## src/cmt_geom_pkg.sv

```systemverilog
package cmt_geom_pkg;

   // Commit window
   localparam int CMT_W = 4;                 // Entries examined per cycle
   localparam int CMT_CNT_W = 3;             // Holds 0..CMT_W

   // Program counter, word aligned
   localparam int PC_W = 30;

   // Register file
   localparam int DATA_W = 64;
   localparam int PRF_AW = 6;                // Physical register index

   // Opcode vectors, checked only for nonzero
   localparam int LSU_OPC_W = 4;
   localparam int EPU_OPC_W = 5;

endpackage

```

## src/cmt_ctrl_pkg.sv

```systemverilog
package cmt_ctrl_pkg;

   import cmt_geom_pkg::*;

   // Serialized unit request state
   typedef enum logic [0:0] {
      fu_idle    = 1'b0,
      fu_pending = 1'b1
   } fu_state_t;

   // Branch predictor update record
   localparam int BPU_CNT_W = 2;             // Saturating counter
   localparam int BPU_UPD_W = PC_W + 1 + BPU_CNT_W;

   // Record layout, low to high: target, taken, counter
   localparam int BPU_TGT_LSB = 0;
   localparam int BPU_TAKEN_BIT = PC_W;
   localparam int BPU_CNT_LSB = PC_W + 1;

endpackage

```

## src/cmt_select.sv

```systemverilog
`timescale 1ns/1ns

module cmt_select
   import cmt_geom_pkg::*;
(
   input  logic [CMT_W-1:0]           cmt_valid,
   input  logic [CMT_W*LSU_OPC_W-1:0] cmt_lsu_opc,
   input  logic [CMT_W*EPU_OPC_W-1:0] cmt_epu_opc,
   input  logic [CMT_W-1:0]           cmt_exc,
   input  logic [CMT_W-1:0]           cmt_fls,
   input  logic [CMT_W-1:0]           cmt_is_bcc,
   input  logic [CMT_W-1:0]           cmt_is_breg,
   input  logic [CMT_W-1:0]           cmt_is_brel,
   input  logic                       se_fls,
   input  logic                       flush,
   input  logic                       pipe_finish,
   output logic [CMT_W-1:0]           cmt_fire,
   output logic [CMT_CNT_W-1:0]       cmt_pop_size,
   output logic                       pipe_req,
   output logic                       epu_pick,
   output logic                       branch_fire
);

   logic [CMT_W-1:0] lsu_req;
   logic [CMT_W-1:0] epu_req;
   logic [CMT_W-1:0] cmt_b;
   logic [CMT_W-1:0] special;
   logic [CMT_W-1:0] cmt_mask;
   logic [CMT_W-1:0] ready;
   logic             cmt_ce;

   // Per-channel decode
   always_comb
   begin
      for (int i = 0; i < CMT_W; i++)
      begin
         lsu_req[i] = ~se_fls & (|cmt_lsu_opc[i*LSU_OPC_W +: LSU_OPC_W]);
         epu_req[i] = ~se_fls & ((|cmt_epu_opc[i*EPU_OPC_W +: EPU_OPC_W]) | cmt_exc[i]);
         cmt_b[i] = cmt_is_bcc[i] | cmt_is_breg[i] | cmt_is_brel[i];
      end
   end

   // Anything that must retire alone
   assign special = lsu_req | epu_req | cmt_fls | cmt_b;

   // Head always eligible, the rest stop at the first special entry
   always_comb
   begin
      cmt_mask[0] = 1'b1;
      cmt_mask[1] = ~special[0] & ~special[1];
      for (int j = 2; j < CMT_W; j++)
      begin
         cmt_mask[j] = cmt_mask[j-1] & ~special[j];
      end
   end

   assign ready = cmt_valid & cmt_mask;

   assign pipe_req = ready[0] & (lsu_req[0] | epu_req[0]);
   assign epu_pick = ready[0] & epu_req[0];

   assign cmt_ce = ~pipe_req | pipe_finish;   // Hold while unit busy
   assign cmt_fire = ready & {CMT_W{cmt_ce & ~flush}};

   assign branch_fire = cmt_fire[0] & cmt_b[0];

   // Retire count back to the ROB
   always_comb
   begin
      cmt_pop_size = '0;
      for (int k = 0; k < CMT_W; k++)
      begin
         cmt_pop_size = cmt_pop_size + CMT_CNT_W'(cmt_fire[k]);
      end
   end

endmodule

```

## src/cmt_serial_fu.sv

```systemverilog
`timescale 1ns/1ns

module cmt_serial_fu
   import cmt_geom_pkg::*;
   import cmt_ctrl_pkg::*;
(
   input  logic              clk,
   input  logic              rst,
   input  logic              pipe_req,
   input  logic              epu_pick,
   input  logic              lsu_stall,
   input  logic              lsu_wb_valid,
   input  logic [DATA_W-1:0] lsu_wb_dout,
   input  logic              epu_wb_valid,
   input  logic [DATA_W-1:0] epu_wb_dout,
   input  logic              epu_wb_dout_sel,
   input  logic              flush,
   input  logic              prd_we0,
   input  logic [PRF_AW-1:0] prd0,
   output logic              lsu_req_valid,
   output logic              epu_req_valid,
   output logic              pipe_finish,
   output logic              prf_we,
   output logic [PRF_AW-1:0] prf_waddr,
   output logic [DATA_W-1:0] prf_wdata
);

   fu_state_t state;
   fu_state_t state_nxt;
   logic      is_idle;

   assign is_idle = (state == fu_idle);

   // Either unit reports completion
   assign pipe_finish = lsu_wb_valid | epu_wb_valid;

   always_comb
   begin
      state_nxt = state;
      case (state)
         fu_idle:
         begin
            if (pipe_req & ~lsu_stall)
            begin
               state_nxt = fu_pending;       // Request accepted
            end
         end
         fu_pending:
         begin
            if (pipe_finish)
            begin
               state_nxt = fu_idle;
            end
         end
         default:
         begin
            state_nxt = fu_idle;
         end
      endcase
   end

   always_ff @(posedge clk)
   begin
      if (rst)
      begin
         state <= fu_idle;
      end
      else
      begin
         state <= state_nxt;
      end
   end

   // EPU operations may go through the LSU as well
   assign lsu_req_valid = is_idle & pipe_req;
   assign epu_req_valid = is_idle & epu_pick;

   // Result of the serialized entry into the PRF
   assign prf_we = pipe_finish & ~flush & prd_we0;
   assign prf_waddr = prd0;
   assign prf_wdata = epu_wb_dout_sel ? epu_wb_dout : lsu_wb_dout;

endmodule

```

## src/cmt_redirect.sv

```systemverilog
`timescale 1ns/1ns

module cmt_redirect
   import cmt_geom_pkg::*;
   import cmt_ctrl_pkg::*;
(
   input  logic                 clk,
   input  logic                 rst,
   input  logic                 cmt_fire0,
   input  logic                 cmt_fls0,
   input  logic [PC_W-1:0]      cmt_fls_tgt0,
   input  logic [PC_W-1:0]      cmt_pc0,
   input  logic                 cmt_is_bcc0,
   input  logic                 cmt_is_breg0,
   input  logic                 cmt_is_brel0,
   input  logic [BPU_UPD_W-1:0] cmt_bpu_upd0,
   input  logic                 branch_fire,
   input  logic                 refetch,
   input  logic                 exc_flush,
   input  logic [PC_W-1:0]      exc_flush_tgt,
   output logic                 se_fls,
   output logic                 flush,
   output logic [PC_W-1:0]      flush_tgt,
   output logic                 bpu_wb,
   output logic                 bpu_wb_is_bcc,
   output logic                 bpu_wb_is_breg,
   output logic                 bpu_wb_is_brel,
   output logic                 bpu_wb_taken,
   output logic [PC_W-1:0]      bpu_wb_pc,
   output logic [PC_W-1:0]      bpu_wb_npc_act,
   output logic [BPU_CNT_W-1:0] bpu_wb_upd_partial
);

   logic [PC_W-1:0] npc0;
   logic            se_fls_nxt;
   logic [PC_W-1:0] se_tgt_nxt;
   logic [PC_W-1:0] se_tgt;

   assign npc0 = cmt_pc0 + PC_W'(1);   // Sequential next pc

   // Set on a flushing retire, clears itself the next cycle
   assign se_fls_nxt = (cmt_fls0 | refetch) & ~se_fls;
   assign se_tgt_nxt = cmt_fls0 ? cmt_fls_tgt0 : npc0;

   always_ff @(posedge clk)
   begin
      if (rst)
      begin
         se_fls <= 1'b0;
      end
      else if (cmt_fire0 | se_fls)
      begin
         se_fls <= se_fls_nxt;
      end
   end

   always_ff @(posedge clk)
   begin
      if (cmt_fire0)
      begin
         se_tgt <= se_tgt_nxt;
      end
   end

   // Self flush wins over the exception flush
   assign flush = se_fls | exc_flush;
   assign flush_tgt = se_fls ? se_tgt : exc_flush_tgt;

   // Predictor update from the head entry
   assign bpu_wb = branch_fire;
   assign bpu_wb_is_bcc = cmt_is_bcc0;
   assign bpu_wb_is_breg = cmt_is_breg0;
   assign bpu_wb_is_brel = cmt_is_brel0;
   assign bpu_wb_taken = cmt_bpu_upd0[BPU_TAKEN_BIT] ^ cmt_fls0;   // Mispredict flips it
   assign bpu_wb_pc = cmt_pc0;
   assign bpu_wb_npc_act = cmt_fls0 ? cmt_fls_tgt0 : cmt_bpu_upd0[BPU_TGT_LSB +: PC_W];
   assign bpu_wb_upd_partial = cmt_bpu_upd0[BPU_CNT_LSB +: BPU_CNT_W];

endmodule

```

## src/cmt_top.sv

```systemverilog
`timescale 1ns/1ns

module cmt_top
   import cmt_geom_pkg::*;
   import cmt_ctrl_pkg::*;
(
   input  logic                       clk,
   input  logic                       rst,
   // Head of the ROB
   input  logic [CMT_W-1:0]           cmt_valid,
   input  logic [CMT_W*LSU_OPC_W-1:0] cmt_lsu_opc,
   input  logic [CMT_W*EPU_OPC_W-1:0] cmt_epu_opc,
   input  logic [CMT_W-1:0]           cmt_exc,
   input  logic [CMT_W-1:0]           cmt_fls,
   input  logic [CMT_W*PC_W-1:0]      cmt_fls_tgt,
   input  logic [CMT_W*PC_W-1:0]      cmt_pc,
   input  logic [CMT_W-1:0]           cmt_is_bcc,
   input  logic [CMT_W-1:0]           cmt_is_breg,
   input  logic [CMT_W-1:0]           cmt_is_brel,
   input  logic [CMT_W*BPU_UPD_W-1:0] cmt_bpu_upd,
   input  logic [CMT_W*PRF_AW-1:0]    cmt_prd,
   input  logic [CMT_W-1:0]           cmt_prd_we,
   // External LSU and EPU
   input  logic                       lsu_stall,
   input  logic                       lsu_wb_valid,
   input  logic [DATA_W-1:0]          lsu_wb_dout,
   input  logic                       epu_wb_valid,
   input  logic [DATA_W-1:0]          epu_wb_dout,
   input  logic                       epu_wb_dout_sel,
   input  logic                       refetch,
   input  logic                       exc_flush,
   input  logic [PC_W-1:0]            exc_flush_tgt,
   // To ROB
   output logic [CMT_W-1:0]           cmt_fire,
   output logic [CMT_CNT_W-1:0]       cmt_pop_size,
   output logic                       lsu_req_valid,
   output logic                       epu_req_valid,
   // To PRF
   output logic                       prf_we,
   output logic [PRF_AW-1:0]          prf_waddr,
   output logic [DATA_W-1:0]          prf_wdata,
   // To frontend
   output logic                       flush,
   output logic [PC_W-1:0]            flush_tgt,
   output logic                       bpu_wb,
   output logic                       bpu_wb_is_bcc,
   output logic                       bpu_wb_is_breg,
   output logic                       bpu_wb_is_brel,
   output logic                       bpu_wb_taken,
   output logic [PC_W-1:0]            bpu_wb_pc,
   output logic [PC_W-1:0]            bpu_wb_npc_act,
   output logic [BPU_CNT_W-1:0]       bpu_wb_upd_partial
);

   logic se_fls;
   logic pipe_req;
   logic epu_pick;
   logic pipe_finish;
   logic branch_fire;

   cmt_select u_select (
      .cmt_valid   (cmt_valid),
      .cmt_lsu_opc (cmt_lsu_opc),
      .cmt_epu_opc (cmt_epu_opc),
      .cmt_exc     (cmt_exc),
      .cmt_fls     (cmt_fls),
      .cmt_is_bcc  (cmt_is_bcc),
      .cmt_is_breg (cmt_is_breg),
      .cmt_is_brel (cmt_is_brel),
      .se_fls      (se_fls),
      .flush       (flush),
      .pipe_finish (pipe_finish),
      .cmt_fire    (cmt_fire),
      .cmt_pop_size(cmt_pop_size),
      .pipe_req    (pipe_req),
      .epu_pick    (epu_pick),
      .branch_fire (branch_fire)
   );

   // Only the head entry is serialized
   cmt_serial_fu u_serial_fu (
      .clk            (clk),
      .rst            (rst),
      .pipe_req       (pipe_req),
      .epu_pick       (epu_pick),
      .lsu_stall      (lsu_stall),
      .lsu_wb_valid   (lsu_wb_valid),
      .lsu_wb_dout    (lsu_wb_dout),
      .epu_wb_valid   (epu_wb_valid),
      .epu_wb_dout    (epu_wb_dout),
      .epu_wb_dout_sel(epu_wb_dout_sel),
      .flush          (flush),
      .prd_we0        (cmt_prd_we[0]),
      .prd0           (cmt_prd[PRF_AW-1:0]),
      .lsu_req_valid  (lsu_req_valid),
      .epu_req_valid  (epu_req_valid),
      .pipe_finish    (pipe_finish),
      .prf_we         (prf_we),
      .prf_waddr      (prf_waddr),
      .prf_wdata      (prf_wdata)
   );

   cmt_redirect u_redirect (
      .clk               (clk),
      .rst               (rst),
      .cmt_fire0         (cmt_fire[0]),
      .cmt_fls0          (cmt_fls[0]),
      .cmt_fls_tgt0      (cmt_fls_tgt[PC_W-1:0]),
      .cmt_pc0           (cmt_pc[PC_W-1:0]),
      .cmt_is_bcc0       (cmt_is_bcc[0]),
      .cmt_is_breg0      (cmt_is_breg[0]),
      .cmt_is_brel0      (cmt_is_brel[0]),
      .cmt_bpu_upd0      (cmt_bpu_upd[BPU_UPD_W-1:0]),
      .branch_fire       (branch_fire),
      .refetch           (refetch),
      .exc_flush         (exc_flush),
      .exc_flush_tgt     (exc_flush_tgt),
      .se_fls            (se_fls),
      .flush             (flush),
      .flush_tgt         (flush_tgt),
      .bpu_wb            (bpu_wb),
      .bpu_wb_is_bcc     (bpu_wb_is_bcc),
      .bpu_wb_is_breg    (bpu_wb_is_breg),
      .bpu_wb_is_brel    (bpu_wb_is_brel),
      .bpu_wb_taken      (bpu_wb_taken),
      .bpu_wb_pc         (bpu_wb_pc),
      .bpu_wb_npc_act    (bpu_wb_npc_act),
      .bpu_wb_upd_partial(bpu_wb_upd_partial)
   );

endmodule

```

## config.mk

```make
export PLATFORM = sky130hd
export DESIGN_NAME = cmt_top
export DESIGN_NICKNAME = d
export VERILOG_FILES = /design/src/cmt_geom_pkg.sv /design/src/cmt_ctrl_pkg.sv /design/src/cmt_select.sv /design/src/cmt_serial_fu.sv /design/src/cmt_redirect.sv /design/src/cmt_top.sv
export SDC_FILE = /design/constraint.sdc
export NUM_CORES = 1
export LEC_CHECK = 0
export ABC_AREA = 1
export BUFFER_PORTS_ARGS = -buffer_cell sky130_fd_sc_hd__buf_2
export CORE_AREA = 2 2 317 319
export CTS_BUF_LIST = sky130_fd_sc_hd__clkbuf_8
export DETAILED_ROUTE_END_ITERATION = 8
export DIE_AREA = 0 0 319 321
export HOLD_SLACK_MARGIN = 0.05
export PLACE_DENSITY = 0.3
export SLEW_MARGIN = 5
export SYNTH_ARGS = -nofsm -noshare
export SYNTH_HDL_FRONTEND = slang
export SYNTH_SLANG_ARGS = --single-unit
```

## constraint.sdc

```tcl
create_clock -name clk -period 4.4 [get_ports clk]
set_clock_uncertainty 0.2 [all_clocks]
set_input_delay 0.88 -clock clk [delete_from_list [all_inputs] [get_ports clk]]
set_output_delay 0.88 -clock clk [all_outputs]
set_load 0.02 [all_outputs]
```

After elaboration in Yosys (flattened, before gate mapping)
Cells that the tools add are included.
Word-level totals
  register bits after elaboration: 32
  input port bits: 626
  output and inout port bits: 178
  logic and storage cells: 76
Operators by class
  $add $sub $neg: 4
  multiplexer cells: 7
  bitwise operators: 54
  reductions and logical operators: 8
Operators by type and width (count)
  30-bit 2-to-1 mux: 3
  64-bit 2-to-1 mux: 1
  30-bit by 1-bit adder with 30-bit output (second input constant): 1
  1-bit AND: 21
  5-bit OR reduction: 4
  1-bit OR: 18
  4-bit OR reduction: 4
  4-bit OR: 3
  1-bit NOT: 9
  4-bit AND: 2
  3-bit by 1-bit adder with 3-bit output: 2
  1-bit by 1-bit adder with 2-bit output: 1
  1-bit 2-to-1 mux: 2
  1-bit case mux with 2 select lines: 1
  1-bit XOR: 1

Longest topological paths before layout
Gate-level depths: netlist of run 1.
  depth in word-level cells: 19
  mapped depth: 12
  mapped depth without buffers: 12

Hierarchy
A second synthesis of run 1 with hierarchy kept.
Second synthesis, totals
  cell total of the unflattened synthesis: 814
  area total of the unflattened synthesis: 4877.2 µm²
By module, submodules not included
  cmt_redirect: times used 1, cells an instance 499, area an instance 3059.2 µm²
  cmt_serial_fu: times used 1, cells an instance 225, area an instance 1363.8 µm²
  cmt_select: times used 1, cells an instance 90, area an instance 454.2 µm²

Worst setup path after synthesis of run 1
No wires, ideal clock.
  path kind: in2out
  start: in cmt_epu_opc[4]
  end: out cmt_pop_size[0]
  data arrival time: 3203 ps
  required time: 3320 ps
  setup slack: 117 ps
  stages on the path: 11
  path through: nor2_1 -> nand3_1 -> nand2_1 -> nand2_1 -> nand2_1 -> nand2_1 -> nor2_2 -> ha_1 -> inv_1 -> fa_1 -> inv_1
On the way
  elaborated cells between the ends (all ways): 20
RTL lines
  from (decl): RTL line cmt_top.sv:12  | input logic [CMT_W*EPU_OPC_W-1:0] cmt_epu_opc,
  5-bit OR reduction: RTL line cmt_select.sv:38  | epu_req[i] = ~se_fls & ((|cmt_epu_opc[i*EPU_OPC_W +: EPU_OPC_W]) | cmt_exc[i]);
  1-bit OR: RTL line cmt_select.sv:38
  1-bit AND: RTL line cmt_select.sv:38
  1-bit OR: RTL line cmt_select.sv:59  | assign pipe_req = ready[0] & (lsu_req[0] | epu_req[0]);
  1-bit AND: RTL line cmt_select.sv:59
  1-bit NOT: RTL line cmt_select.sv:62  | assign cmt_ce = ~pipe_req | pipe_finish;
  1-bit OR: RTL line cmt_select.sv:62
  1-bit AND: RTL line cmt_select.sv:63  | assign cmt_fire = ready & {CMT_W{cmt_ce & ~flush}};
  4-bit AND: RTL line cmt_select.sv:63
  via u_redirect.cmt_fire0: RTL line cmt_redirect.sv:9  | input logic cmt_fire0,
  1-bit by 1-bit adder with 2-bit output: RTL line cmt_select.sv:73  | cmt_pop_size = cmt_pop_size + CMT_CNT_W'(cmt_fire[k]);
  3-bit by 1-bit adder with 3-bit output (2 in a row): RTL line cmt_select.sv:73
  to (decl): RTL line cmt_top.sv:35  | output logic [CMT_CNT_W-1:0] cmt_pop_size,
The timed path passes the listed nets, and every way through them passes these cells.

Worst setup path in the final report of run 1
  start: in cmt_epu_opc[4]
  end: out cmt_pop_size[1]
On the way
  word-level cells in the longest chain between the ends: 13
  elaborated cells between the ends (all ways): 20
Ends and longest elaborated chain
  5-bit OR reduction (*): RTL line cmt_select.sv:38
  1-bit OR (*): RTL line cmt_select.sv:38
  1-bit AND (*): RTL line cmt_select.sv:38
  4-bit OR (3 in a row): RTL line cmt_select.sv:44  | assign special = lsu_req | epu_req | cmt_fls | cmt_b;
  1-bit NOT: RTL line cmt_select.sv:50  | cmt_mask[1] = ~special[0] & ~special[1];
  1-bit AND: RTL line cmt_select.sv:50
  4-bit AND / 1-bit AND (equally long branches): RTL line cmt_select.sv:57, cmt_select.sv:53
  4-bit AND (*): RTL line cmt_select.sv:63
  1-bit by 1-bit adder with 2-bit output, or another cell as far along: RTL line cmt_select.sv:73
  3-bit by 1-bit adder with 3-bit output / 4-bit AND (equally long branches): RTL line cmt_select.sv:73, cmt_select.sv:63
  3-bit by 1-bit adder with 3-bit output (*): RTL line cmt_select.sv:73
Every way passes the cells marked *; elsewhere a longest branch is shown, timed or not.

==> results.md, run 1 <==
| Parameter | Reported |
| --- | --- |
| Hold buffer count at cts | 0 |
| Total number of placement rows | 116 |
| Setup Viol. Count Final | 0 |
| Worst hold-check path type | reg -> reg |
| GP Congestion | 0.761 |
| Number of sinks driven by the clock tree | 32 |
| Fraction of registers with async set or reset after synthesis | 0 |
| First-pass GRT wire length | 57800 microns |
| Critical path required time | 3320 ps |
| Total via count after detailed routing | 6187 |
| TritonCTS clock tree | yes |
| Layout overhead on the synthesized area | 90.3% |
| Post-route DRC violation count | 0 |
| Leading cell types by count after synthesis | 318 x sky130_fd_sc_hd__nand2_1, 84 x sky130_fd_sc_hd__nor2_1, 64 x sky130_fd_sc_hd__mux2_2 |
| Routed length per placed instance | 19.2 microns |
| Syn Std Cell Area | 4250 sq um |
| Critical path's largest stage delay | 360 ps |
| Post-synth EDFFs | 30 |
| Clock-pin slew on the worst setup and hold paths | 100 ps |
| Unrepaired setup endpoints after global routing | false |
| GR Util All Layers | 0.0876 |
| Final period util | 0.923 |
| Area of the placeable core | 99300 sq um |
| Final nets | 1740 |
| Measured slew at the worst slew-check pin | 917 ps |
| Die span in y | 321 microns |
| Total Neg Setup Slack | 0 ps |
| Worst Hold Slack | 296 ps |
| Status | completed |
| Number of antenna violations at the first check in global routing | 43 |
| Crit Path Category | in -> out |
| Synth area leader | sky130_fd_sc_hd__nand2_1 |
| Number of buffers and inverters on the critical path | 4 |
| Congestion Overflow GR | 0 |
| Largest driver fanout on the critical path | 4 |
| Final hold violation count | 0 |
| Static leakage power | 3.86 nW |
| Clock tree root buffer cell | sky130_fd_sc_hd__clkbuf_8 |
| Signal arrival time at the worst endpoint | 2980 ps |
| Normalized max-slew margin | 0.384 |
| Post-synthesis cell count | 672 |
| Count of different cell masters after synthesis | 28 |
| Area share of the leading cell type in the synthesized netlist | 0.281 |
| Starting DRT DRC Count | 139 |
| Total power after layout | 1.37 mW |
| Cell types occupying the most area after synthesis | sky130_fd_sc_hd__nand2_1 28%, sky130_fd_sc_hd__edfxtp_1 21%, sky130_fd_sc_hd__mux2_2 17%, sky130_fd_sc_hd__buf_4 7.8%, sky130_fd_sc_hd__nor2_1 7.4% |
| Clock buffers created by TritonCTS | 5 |
| Number of pins with negative max-slew slack in the final report | 0 |
| Filler cell count | 11860 |
| Quantity of I/O buffers inserted on ports | 487 |
| Setup crit end kind | primary output |
| Number of buffers inserted by post-CTS setup repair | 0 |
| Yosys Warn Count | 0 |
| Post-Synthesis Mean Instance Area | 6.32 sq um |
| Final min period | 4060 ps |
| Post-detailed-routing wire length | 46500 microns |
| Die Area | 102000 sq um |
| Top delay family on crit path | simple AND/OR/NAND/NOR gates |
| Remaining antenna violation count | 0 |
| Final core utilization | 0.0814 |
| Starting density of the core | 0.0428 |
| Post-placement cell area | 7970 sq um |
| Total power density per cell area | 169 nW/um^2 |
| Sequential fraction of the synthesis area | 0.222 |
| Chip width | 319 microns |
| Share of layout cells above drive strength 1 | 0.527 |
| Number of maximum-capacitance violations | 0 |
| Ports | 804 |
| Maximum frequency from static timing analysis | 246 MHz |
| Maximum number of pins on one net before global-route repair | 52 |
| Clock insertion delay at the later pin of the skew report | 340 ps |
| Vias per cell | 2.56 |
| Prevailing post-synth register cell | sky130_fd_sc_hd__edfxtp_1 |
| Final HPWL from detailed placement | 41400 microns |
| Number of global-route vias before repair | 6046 |
| Final Instance Area | 8080 sq um |
| IR drop worst, VDD | 0.0000860 V |
| Slowest stage cell, crit path | sky130_fd_sc_hd__fa_1 |
| Clock tree buffer depth | 2 |
| Number of gates resized after cts | 0 |
| Startpoint class of the critical path | input pin |
| Post-Synthesis Net Count | 1302 |
| CP cell instances | buf_2, nor2_1, nand3_1, nand2_1, nand2_1, a21oi_1, and3_1, ha_1, inv_1, fa_1, inv_1, ha_1, buf_2 |
| Most instantiated library cell after synthesis | sky130_fd_sc_hd__nand2_1 |
| H-Tree Level Count | 2 |
| Drt first pass iters | 4 |
| Total of flip-flops plus latches after synthesis | 32 |
[through the flow]
step                      std cells  setup WS [ps]
after floorplan                 672            117
after global placement         2401            250
after detailed placement       2401            203
after CTS                      2409            195
after global routing           2415           75.7
final                          2418            338
[routing by layer]
layer / track usage / share of wire / vias up
met2: 0.166 / 0.51 / 443
met3: 0.0265 / 0.078 / 96
met1: 0.0913 / 0.38 / 2655
li1: - / - / 2979
met4: 0.0280 / 0.034 / 14
met5: 0 / 0.0021 / -
[placed cells by master (no fill, tap or decap), types with 2 or more instances in the layout]
master                     Yosys  layout
sky130_fd_sc_hd__nand3_1      15      15
sky130_fd_sc_hd__nor2_4        2       3
sky130_fd_sc_hd__nor2_1       84      84
sky130_fd_sc_hd__edfxtp_1     30      30
sky130_fd_sc_hd__diode_2       0       9
sky130_fd_sc_hd__nand3b_1     11      11
sky130_fd_sc_hd__buf_4        44       8
sky130_fd_sc_hd__a21oi_1       3       3
sky130_fd_sc_hd__xor2_1        7       7
sky130_fd_sc_hd__nand4_1       3       3
sky130_fd_sc_hd__nand2_2       4       4
sky130_fd_sc_hd__inv_2         3       3
sky130_fd_sc_hd__o21bai_1      2       2
sky130_fd_sc_hd__mux2_2       64      64
sky130_fd_sc_hd__clkinv_1      1       2
sky130_fd_sc_hd__o21ai_0      10      10
sky130_fd_sc_hd__clkbuf_8      0       5
sky130_fd_sc_hd__ha_1          3       3
sky130_fd_sc_hd__inv_1        27      28
sky130_fd_sc_hd__xnor2_1       3       3
sky130_fd_sc_hd__nand2_1     318     318
sky130_fd_sc_hd__o21ai_1       3       3
sky130_fd_sc_hd__buf_2        10     487
sky130_fd_sc_hd__nor2_2        8       7
[layout make-up]
type / instances / area [sq um] / share of cell area
Clock buffer: 5 / 68.8 / 0.00852
Tap cell: 1298 / 1620 / 0.201
Timing Repair Buffer: 496 / 2520 / 0.312
Sequential cell: 32 / 942 / 0.117
Inverter: 31 / 116 / 0.0144
Antenna cell: 9 / 22.5 / 0.00279
Clock inverter: 3 / 15.0 / 0.00186
Multi-Input combinational cell: 544 / 2770 / 0.343
[registers in the layout, indices dropped and copies added (netlist names)]
| register | cells |
|---|---|
| u_redirect.se_fls | 1 |
| u_redirect.se_tgt | 30 |
| u_serial_fu.state | 1 |
[tightest hold or removal path, cell delays in order (launching register included)]
cell and delay (ps):
sky130_fd_sc_hd__dfxtp_1 340, sky130_fd_sc_hd__nand2_1 70, sky130_fd_sc_hd__a21oi_1 50
[worst paths after layout]
kind,slack [ps],to,cells after the start,from
worst max-delay path,340,cmt_pop_size[1],13,cmt_epu_opc[4]
worst min-delay path,300,u_serial_fu.state,2,u_serial_fu.state
worst max register to register,2100,u_redirect.se_tgt[9],8,u_redirect.se_fls
worst min register to register,300,u_serial_fu.state,2,u_serial_fu.state
[kinds of logic after synthesis]
family          share of synthesized area
xor+xnor                           0.0206
flops                               0.222
fa+ha+maj                          0.0136
compound gates                     0.0224
simple gates                        0.425
buf+inv                             0.127
mux                                 0.170
[power by group]
group          switching, mW  internal (mW)
clock                  0.179          0.109
sequential           0.00945          0.353
combinational          0.457          0.262
total                  0.645          0.724
(Power assumes the default switching activity.)
==> run 2: changes to the inputs <==
Settings changed: CORE_AREA 2 2 317 319 to 2 2 309 311, DIE_AREA 0 0 319 321 to 0 0 311 313, SYNTH_HIERARCHICAL set to 1.
==> run 2 against run 1 <==
  * Register-to-register slack got worse by 220 ps
  * Clock power barely moved
  * Worst setup slack got worse by 130 ps
  * Synthesized cell count rose by 21%
  * Global-route usage barely moved
  * Largest cell class unchanged
  * Largest power group unchanged
==> results.md, run 2 <==
| Parameter | Reported | vs previous |
| --- | --- | --- |
| Share of layout cells above drive strength 1 | 0.492 | was 0.527 |
| Sequential standard cell area | 942 sq um | unchanged |
| Final HPWL from detailed placement | 39100 microns | was 41400 microns |
| Post-Synthesis Net Count | 1444 | was 1302 |
| Cell types occupying the most area after synthesis | sky130_fd_sc_hd__nand2_1 26%, sky130_fd_sc_hd__edfxtp_1 18%, sky130_fd_sc_hd__o21ai_2 11%, sky130_fd_sc_hd__inv_1 8.8%, sky130_fd_sc_hd__buf_4 6.5% | was sky130_fd_sc_hd__nand2_1 28%, sky130_fd_sc_hd__edfxtp_1 21%, sky130_fd_sc_hd__mux2_2 17%, sky130_fd_sc_hd__buf_4 7.8%, sky130_fd_sc_hd__nor2_1 7.4% |
| Unrepaired setup endpoints after global routing | false | unchanged |
| Top delay family on crit path | simple AND/OR/NAND/NOR gates | unchanged |
| H-Tree Level Count | 2 | unchanged |
| Register with the highest flop count | u_redirect/se_tgt | was u_redirect.se_tgt |
| Cells after DPL | 2507 | was 2401 |
| Proportion of power drawn by the clock network | 0.202 | was 0.210 |
| Number of sinks driven by the clock tree | 32 | unchanged |
| Maximum number of pins on one net before global-route repair | 81 | was 52 |
| Post-route non-filler standard cell count | 2519 | was 2418 |
| Congestion Overflow GR | 0 | unchanged |
| Static leakage power | 4.35 nW | was 3.86 nW |
| Count of different cell masters after synthesis | 37 | was 28 |
| Crit Path Category | in -> out | unchanged |
| Fraction of registers with async set or reset after synthesis | 0 | unchanged |
| First-pass GRT wire length | 57300 microns | was 57800 microns |
| Sequential fraction of the synthesis area | 0.193 | was 0.222 |
| Post-detailed-routing wire length | 43800 microns | was 46500 microns |
| Met2 usage in global routing | 0.168 | was 0.166 |
| Normalized max-slew margin | 0.384 | about the same |
| Largest driver fanout on the critical path | 3 | was 4 |
| Sw Pwr | 710 uW | was 645 uW |
| Worst hold-check path type | reg -> reg | unchanged |
| Drt first pass iters | 4 | unchanged |
| Number of buffers inserted by post-CTS setup repair | 0 | unchanged |
| Total via count after detailed routing | 6710 | was 6187 |
| Routed length per placed instance | 17.4 microns | was 19.2 microns |
| Largest registers | u_redirect/se_tgt (30), u_redirect/se_fls (1), u_serial_fu/state (1) | was u_redirect.se_tgt (30), u_redirect.se_fls (1), u_serial_fu.state (1) |
| Prevailing post-synth register cell | sky130_fd_sc_hd__edfxtp_1 | unchanged |
| Synth area leader | sky130_fd_sc_hd__nand2_1 | unchanged |
| GP Congestion | 0.822 | was 0.761 |
| Setup crit end kind | primary output | unchanged |
| Fraction of power spent switching nets | 0.494 | was 0.471 |
| Met3 layer usage reported by global route | 0.0290 | was 0.0265 |
| GRT busiest layer | met2 | unchanged |
| Post-route DRC violation count | 0 | unchanged |
| Total number of placement rows | 113 | was 116 |
| Startpoint class of the critical path | input pin | unchanged |
| Number of pins with negative max-slew slack in the final report | 0 | unchanged |
| Final nets | 1879 | was 1740 |
| GR Util All Layers | 0.0872 | was 0.0876 |
| Setup slack on the worst flop-to-flop path | 1880 ps | was 2100 ps |
| Filler cell count | 11273 | was 11860 |
| Remaining antenna violation count | 0 | unchanged |
| Final min period | 4190 ps | was 4060 ps |
| Measured slew at the worst slew-check pin | 922 ps | was 917 ps |
| Max FFs per register | 30 | unchanged |
| IR drop worst, VDD | 0.0000954 V | was 0.0000860 V |
| Maximum frequency from static timing analysis | 239 MHz | was 246 MHz |
| Total power after layout | 1.44 mW | was 1.37 mW |
| Starting density of the core | 0.0518 | was 0.0428 |
| Area of the placeable core | 94200 sq um | was 99300 sq um |
| Clock insertion delay at the later pin of the skew report | 330 ps | was 340 ps |
| Critical path's largest stage delay | 480 ps | was 360 ps |
| Number of maximum-capacitance violations | 0 | unchanged |
| Total Neg Setup Slack | 0 ps | unchanged |
| GR Layer Usage met1 | 0.0825 | was 0.0913 |
| TritonCTS clock tree | yes | unchanged |
| Area share of the leading cell type in the synthesized netlist | 0.256 | was 0.281 |
| Vias per cell | 2.66 | was 2.56 |
| Post-Synthesis Mean Instance Area | 5.99 sq um | was 6.32 sq um |
| Most frequent cell on the critical path | sky130_fd_sc_hd__nand2_1 |  |
| Leading cell types by count after synthesis | 332 x sky130_fd_sc_hd__nand2_1, 114 x sky130_fd_sc_hd__inv_1, 66 x sky130_fd_sc_hd__nor2_1 | was 318 x sky130_fd_sc_hd__nand2_1, 84 x sky130_fd_sc_hd__nor2_1, 64 x sky130_fd_sc_hd__mux2_2 |
| Number of gates resized after cts | 0 | unchanged |
| Total power density per cell area | 168 nW/um^2 | was 169 nW/um^2 |
| Final hold violation count | 0 | unchanged |
| Critical path required time | 3320 ps | about the same |
| Yosys Warn Count | 6 | was 0 |
| Post-synth EDFFs | 30 | unchanged |
| Signal arrival time at the worst endpoint | 3110 ps | was 2980 ps |
| CP cell instances | buf_2, nor2_2, nand3_1, nor2_2, nand2_1, nand2_2, nand2_1, nor2_1, nand2_1, fa_1, inv_1, ha_1, ha_1, buf_2 | was buf_2, nor2_1, nand3_1, nand2_1, nand2_1, a21oi_1, and3_1, ha_1, inv_1, fa_1, inv_1, ha_1, buf_2 |
| Number of buffers and inverters on the critical path | 3 | was 4 |
| Most frequent standard cell in the layout excluding fill and tap cells | sky130_fd_sc_hd__buf_2 | unchanged |
| Internal Pwr Total | 726 uW | was 724 uW |
| Chip width | 311 microns | was 319 microns |
| Syn Std Cell Area | 4880 sq um | was 4250 sq um |
| Slowest stage cell, crit path | sky130_fd_sc_hd__fa_1 | unchanged |
| Starting DRT DRC Count | 262 | was 139 |
| Worst Hold Slack | 318 ps | was 296 ps |
| Quantity of I/O buffers inserted on ports | 487 | unchanged |
| Setup Viol. Count Final | 0 | unchanged |
| Die span in y | 313 microns | was 321 microns |
| Number of global-route vias before repair | 6632 | was 6046 |
| Post-placement setup slack | 123 ps | was 203 ps |
| Total of flip-flops plus latches after synthesis | 32 | unchanged |
| Status | completed | unchanged |
| Top library cells by usage in the layout, fill and taps aside | 486 x sky130_fd_sc_hd__buf_2, 332 x sky130_fd_sc_hd__nand2_1, 113 x sky130_fd_sc_hd__inv_1, 66 x sky130_fd_sc_hd__nor2_1, 64 x sky130_fd_sc_hd__o21ai_2 | was 487 x sky130_fd_sc_hd__buf_2, 318 x sky130_fd_sc_hd__nand2_1, 84 x sky130_fd_sc_hd__nor2_1, 64 x sky130_fd_sc_hd__mux2_2, 30 x sky130_fd_sc_hd__edfxtp_1 |
| Multi-input combinational cell area | 2900 sq um | was 2770 sq um |
| Worst Setup Slack, final | 208 ps | was 338 ps |
| Part of the power in registers | 0.251 | was 0.265 |
| Clock tree root buffer cell | sky130_fd_sc_hd__clkbuf_8 | unchanged |
| Portion of total power attributed to combinational logic | 0.547 | was 0.525 |
| Hold buffer count at cts | 0 | unchanged |
| Final period util | 0.953 | was 0.923 |
| Post-synthesis cell count | 814 | was 672 |
| Clock-pin slew on the worst setup and hold paths | 130 ps | was 100 ps |
| Ports | 804 | unchanged |
| Clock buffers created by TritonCTS | 5 | unchanged |
| Clock tree buffer depth | 2 | unchanged |
| Number of antenna violations at the first check in global routing | 9 | was 43 |
| Layout overhead on the synthesized area | 75.3% | was 90.3% |
| Most instantiated library cell after synthesis | sky130_fd_sc_hd__nand2_1 | unchanged |
| Die Area | 97300 sq um | was 102000 sq um |
[run 2: cell count changes after synthesis, moves of 8 or more]
cell | before | now
sky130_fd_sc_hd__o21ai_0 | 10 | 24
sky130_fd_sc_hd__inv_1 | 27 | 114
sky130_fd_sc_hd__buf_6 | 0 | 8
sky130_fd_sc_hd__nor2_1 | 84 | 66
sky130_fd_sc_hd__o21ai_2 | 0 | 64
sky130_fd_sc_hd__nand3_1 | 15 | 37
sky130_fd_sc_hd__nand2_1 | 318 | 332
sky130_fd_sc_hd__buf_2 | 10 | 1
sky130_fd_sc_hd__mux2_2 | 64 | 0
sky130_fd_sc_hd__nand3b_1 | 11 | 2
[run 2: cell type report]
class	count	share of cell area
Antenna cell	4	0.00117
Tap cell	1265	0.185
Timing Repair Buffer	500	0.303
Sequential cell	32	0.110
Clock inverter	3	0.00161
Clock buffer	5	0.00805
Inverter	119	0.0522
Multi-Input combinational cell	591	0.339
[run 2: final timing paths]
kind	endpoint	cells after the start	start
worst max-delay path	cmt_pop_size[1]	14	cmt_epu_opc[1]
worst min-delay path	u_serial_fu/state	2	u_serial_fu/state
worst max register to register	u_redirect/se_tgt[20]	8	u_redirect/se_fls
worst min register to register	u_serial_fu/state	2	u_serial_fu/state
[run 2: stage by stage]
stage,utilization,area (sq um)
after global placement,0.0898,8460
after CTS,0.0907,8540
final,0.0908,8550
after floorplan,-,4880
after global routing,0.0907,8540
after detailed placement,0.0898,8460
[run 2: cell families after synthesis]
family	after synthesis	synth area share
adder cells (fa/ha/maj)	4	0.0118
AO/OA/AOI/OAI	101	0.157
AND/OR/NAND/NOR	482	0.418
flip-flops	32	0.193
buffers and inverters	191	0.213
XOR/XNOR	4	0.00718
[run 2: routing by layer]
metal,wire [microns],part of all wire,vias up
met5,27,0.00062,-
li1,-,-,3350
met3,3830,0.087,43
met2,22700,0.52,425
met4,2280,0.052,4
met1,14900,0.34,2888
[run 2: worst register-to-register path: cells and delay by family, from the launching register on]
family | cells | cell delay [ps]
flops | 1 | 460
simple gates | 3 | 590
buf+inv | 5 | 900
[run 2: power groups by stage]
| stage | Clock, mW | Combinational [mW] | Sequential, mW |
|---|---|---|---|
| floorplan | 0 | 0.409 | 0.363 |
| global placement | 0 | 0.814 | 0.368 |
| detailed placement | 0 | 0.815 | 0.368 |
| CTS | 0.336 | 0.818 | 0.362 |
| global route | 0.333 | 0.856 | 0.363 |
| finish | 0.290 | 0.785 | 0.360 |
==> run 3: changes to the inputs <==
==> constraint.sdc (replaced) <==
create_clock -name clk -period 3.9 [get_ports clk]
set_clock_uncertainty 0.2 [all_clocks]
set_input_delay 0.78 -clock clk [delete_from_list [all_inputs] [get_ports clk]]
set_output_delay 0.78 -clock clk [all_outputs]
set_load 0.05 [all_outputs]
==> run 3 against run 2 <==
  * Register-to-register slack lost 480 ps
  * Combinational power grew 52%
  * Worst setup slack lost 110 ps
  * Final area grew 3.4%
  * Final cell count grew 0.52%
  * Count of clock-buffer cells in the layout grew 1
  * Critical path type unchanged
  * Largest power group unchanged
==> results.md, run 3 (synthesis results as in run 2) <==
| Parameter | Reported | vs previous |
| --- | --- | --- |
| Worst Setup Slack, final | 94.4 ps | was 208 ps |
| Top library cells by usage in the layout, fill and taps aside | 478 x sky130_fd_sc_hd__buf_2, 329 x sky130_fd_sc_hd__nand2_1, 113 x sky130_fd_sc_hd__inv_1, 64 x sky130_fd_sc_hd__o21ai_2, 59 x sky130_fd_sc_hd__nor2_1 | was 486 x sky130_fd_sc_hd__buf_2, 332 x sky130_fd_sc_hd__nand2_1, 113 x sky130_fd_sc_hd__inv_1, 66 x sky130_fd_sc_hd__nor2_1, 64 x sky130_fd_sc_hd__o21ai_2 |
| Starting density of the core | 0.0518 | unchanged |
| Post-detailed-routing wire length | 43800 microns | about the same |
| Hold Path End | u_serial_fu/state | unchanged |
| Register-to-Register Path Depth | 8 | unchanged |
| Hold depth | 2 | unchanged |
| Chip width | 311 microns | unchanged |
| Drt first pass iters | 4 | unchanged |
| Portion of total power attributed to combinational logic | 0.593 | was 0.547 |
| Largest registers | u_redirect/se_tgt (30), u_redirect/se_fls (1), u_serial_fu/state (1) | unchanged |
| Cells after DPL | 2520 | was 2507 |
| Clock insertion delay at the later pin of the skew report | 330 ps | about the same |
| Setup Viol. Count Final | 0 | unchanged |
| TritonCTS clock tree | yes | unchanged |
| Number of antenna violations at the first check in global routing | 10 | was 9 |
| Critical path required time | 2920 ps | was 3320 ps |
| Number of sinks driven by the clock tree | 32 | unchanged |
| Fraction of power spent switching nets | 0.543 | was 0.494 |
| Worst Hold Slack | 320 ps | was 318 ps |
| Post-placement setup slack | -136 ps | was 123 ps |
| H-Tree Level Count | 2 | unchanged |
| Total via count after detailed routing | 6729 | was 6710 |
| Startpoint class of the critical path | input pin | unchanged |
| Sw Pwr | 1.09 mW | was 710 uW |
| Total power density per cell area | 227 nW/um^2 | was 168 nW/um^2 |
| Signal arrival time at the worst endpoint | 2830 ps | was 3110 ps |
| Proportion of power drawn by the clock network | 0.204 | was 0.202 |
| Share of layout cells above drive strength 1 | 0.510 | was 0.492 |
| Reg-to-Reg Start | u_redirect/se_fls | unchanged |
| Total number of placement rows | 113 | unchanged |
| GP Congestion | 0.795 | was 0.822 |
| Normalized max-slew margin | 0.466 | was 0.384 |
| Layout overhead on the synthesized area | 81.2% | was 75.3% |
| Setup crit end kind | primary output | unchanged |
| Die span in y | 313 microns | unchanged |
| Register with the highest flop count | u_redirect/se_tgt | unchanged |
| Final period util | 0.976 |  |
| Clock buffers created by TritonCTS | 5 | unchanged |
| Final min period | 3810 ps |  |
| Worst hold-check path type | reg -> reg | unchanged |
| Remaining antenna violation count | 0 | unchanged |
| Final nets | 1894 | was 1879 |
| First-pass GRT wire length | 57700 microns | was 57300 microns |
| Post-route DRC violation count | 0 | unchanged |
| Post-route non-filler standard cell count | 2532 | was 2519 |
| Maximum frequency from static timing analysis | 263 MHz |  |
| Crit Path Category | in -> out | unchanged |
| Internal Pwr Total | 917 uW | was 726 uW |
| Number of maximum-capacitance violations | 0 | unchanged |
| Final core utilization | 0.0939 | was 0.0908 |
| Startpoint of the worst hold path | u_serial_fu/state | unchanged |
| Crit path from | cmt_epu_opc[1] | unchanged |
| GR Util All Layers | 0.0879 | was 0.0872 |
| Number of global-route vias before repair | 6897 | was 6632 |
| Part of the power in registers | 0.203 | was 0.251 |
| Final HPWL from detailed placement | 38800 microns | was 39100 microns |
| Clock tree root buffer cell | sky130_fd_sc_hd__clkbuf_8 | unchanged |
| Status | completed | unchanged |
| Final Instance Area | 8840 sq um | was 8550 sq um |
| Max FFs per register | 30 | unchanged |
| Congestion Overflow GR | 0 | unchanged |
| Reg-to-reg critical path endpoint | u_redirect/se_tgt[27] | was u_redirect/se_tgt[20] |
| IR drop worst, VDD | 0.000116 V | was 0.0000954 V |
| Clock tree buffer depth | 2 | unchanged |
| Die Area | 97300 sq um | unchanged |
| Largest driver fanout on the critical path | 3 | unchanged |
| Most frequent standard cell in the layout excluding fill and tap cells | sky130_fd_sc_hd__buf_2 | unchanged |
| Ports | 804 | unchanged |
| Number of pins with negative max-slew slack in the final report | 0 | unchanged |
| Starting DRT DRC Count | 326 | was 262 |
| Vias per cell | 2.66 | about the same |
| Unrepaired setup endpoints after global routing | true | was false |
| Routed length per placed instance | 17.3 microns | was 17.4 microns |
| Static leakage power | 4.46 nW | was 4.35 nW |
| Quantity of I/O buffers inserted on ports | 487 | unchanged |
| Measured slew at the worst slew-check pin | 800 ps | was 922 ps |
| Setup slack on the worst flop-to-flop path | 1400 ps | was 1880 ps |
| Maximum number of pins on one net before global-route repair | 67 | was 81 |
| Post-placement cell area | 8560 sq um | was 8460 sq um |
| Clock-pin slew on the worst setup and hold paths | 130 ps | about the same |
| Area of the placeable core | 94200 sq um | unchanged |
| Final hold violation count | 0 | unchanged |
## run 3: metrics by stage
step                      TNS, ps  total power, mW
after global placement       -201             1.63
after detailed placement     -157             1.63
after CTS                       0             2.08
after floorplan                 0             1.17
final                           0             2.01
after global routing        -95.7             2.14
## run 3: final cells by class
cell class | count | area (sq um)
inverters | 119 | 447
diodes | 2 | 5.00
flip-flops and latches | 32 | 942
clock inverters | 2 | 33.8
clock buffers | 6 | 82.6
repair buffers | 515 | 2750
fillers | 11206 | 85300
multi-input cells | 591 | 2990
well taps | 1265 | 1580
## run 3: power groups by stage
stage	combinational, mW	clock (mW)	sequential (mW)
6_report	1.19	0.409	0.407
5_1_grt	1.27	0.459	0.410
4_1_cts	1.22	0.459	0.409
3_5_place_dp	1.21	0	0.416
3_3_place_gp	1.21	0	0.416
2_1_floorplan	0.756	0	0.409
## run 3: worst max-delay path by stage
stage,endpoint,slack [ps],cells past startpoint
after floorplan,cmt_pop_size[2],80,6
after global placement,cmt_pop_size[1],-170,15
after detailed placement,cmt_pop_size[1],-140,15
after CTS,cmt_pop_size[1],4,15
after global routing,cmt_pop_size[1],-100,14
final,cmt_pop_size[1],90,15
## run 3: routing by layer
metal,up-vias,track usage,share of wire
met5,-,0,0.00078
met3,51,0.0267,0.083
li1,3379,-,-
met2,437,0.170,0.52
met4,6,0.0412,0.050
met1,2856,0.0845,0.34
## run 3: repair_timing
action                                  in CTS  in global routing
gates resized for setup                      7                 29
pin swaps                                    3                 12
hold endpoints to repair                     0                  0
buffers inserted                             1                  1
hold buffers                                 0                  0
endpoints found under the setup margin       2                  3
## run 3: worst max-delay path, cell delays in order
cell	delay (ps)
sky130_fd_sc_hd__buf_2	110
sky130_fd_sc_hd__nor2_2	110
sky130_fd_sc_hd__buf_6	130
sky130_fd_sc_hd__nand3_4	80
sky130_fd_sc_hd__nor2_4	110
sky130_fd_sc_hd__nand2_2	60
sky130_fd_sc_hd__nand2_2	80
sky130_fd_sc_hd__nand2_1	50
sky130_fd_sc_hd__nor2_1	100
sky130_fd_sc_hd__nand2_1	90
sky130_fd_sc_hd__fa_1	500
sky130_fd_sc_hd__inv_1	40
sky130_fd_sc_hd__ha_2	180
sky130_fd_sc_hd__ha_4	270
sky130_fd_sc_hd__buf_8	140
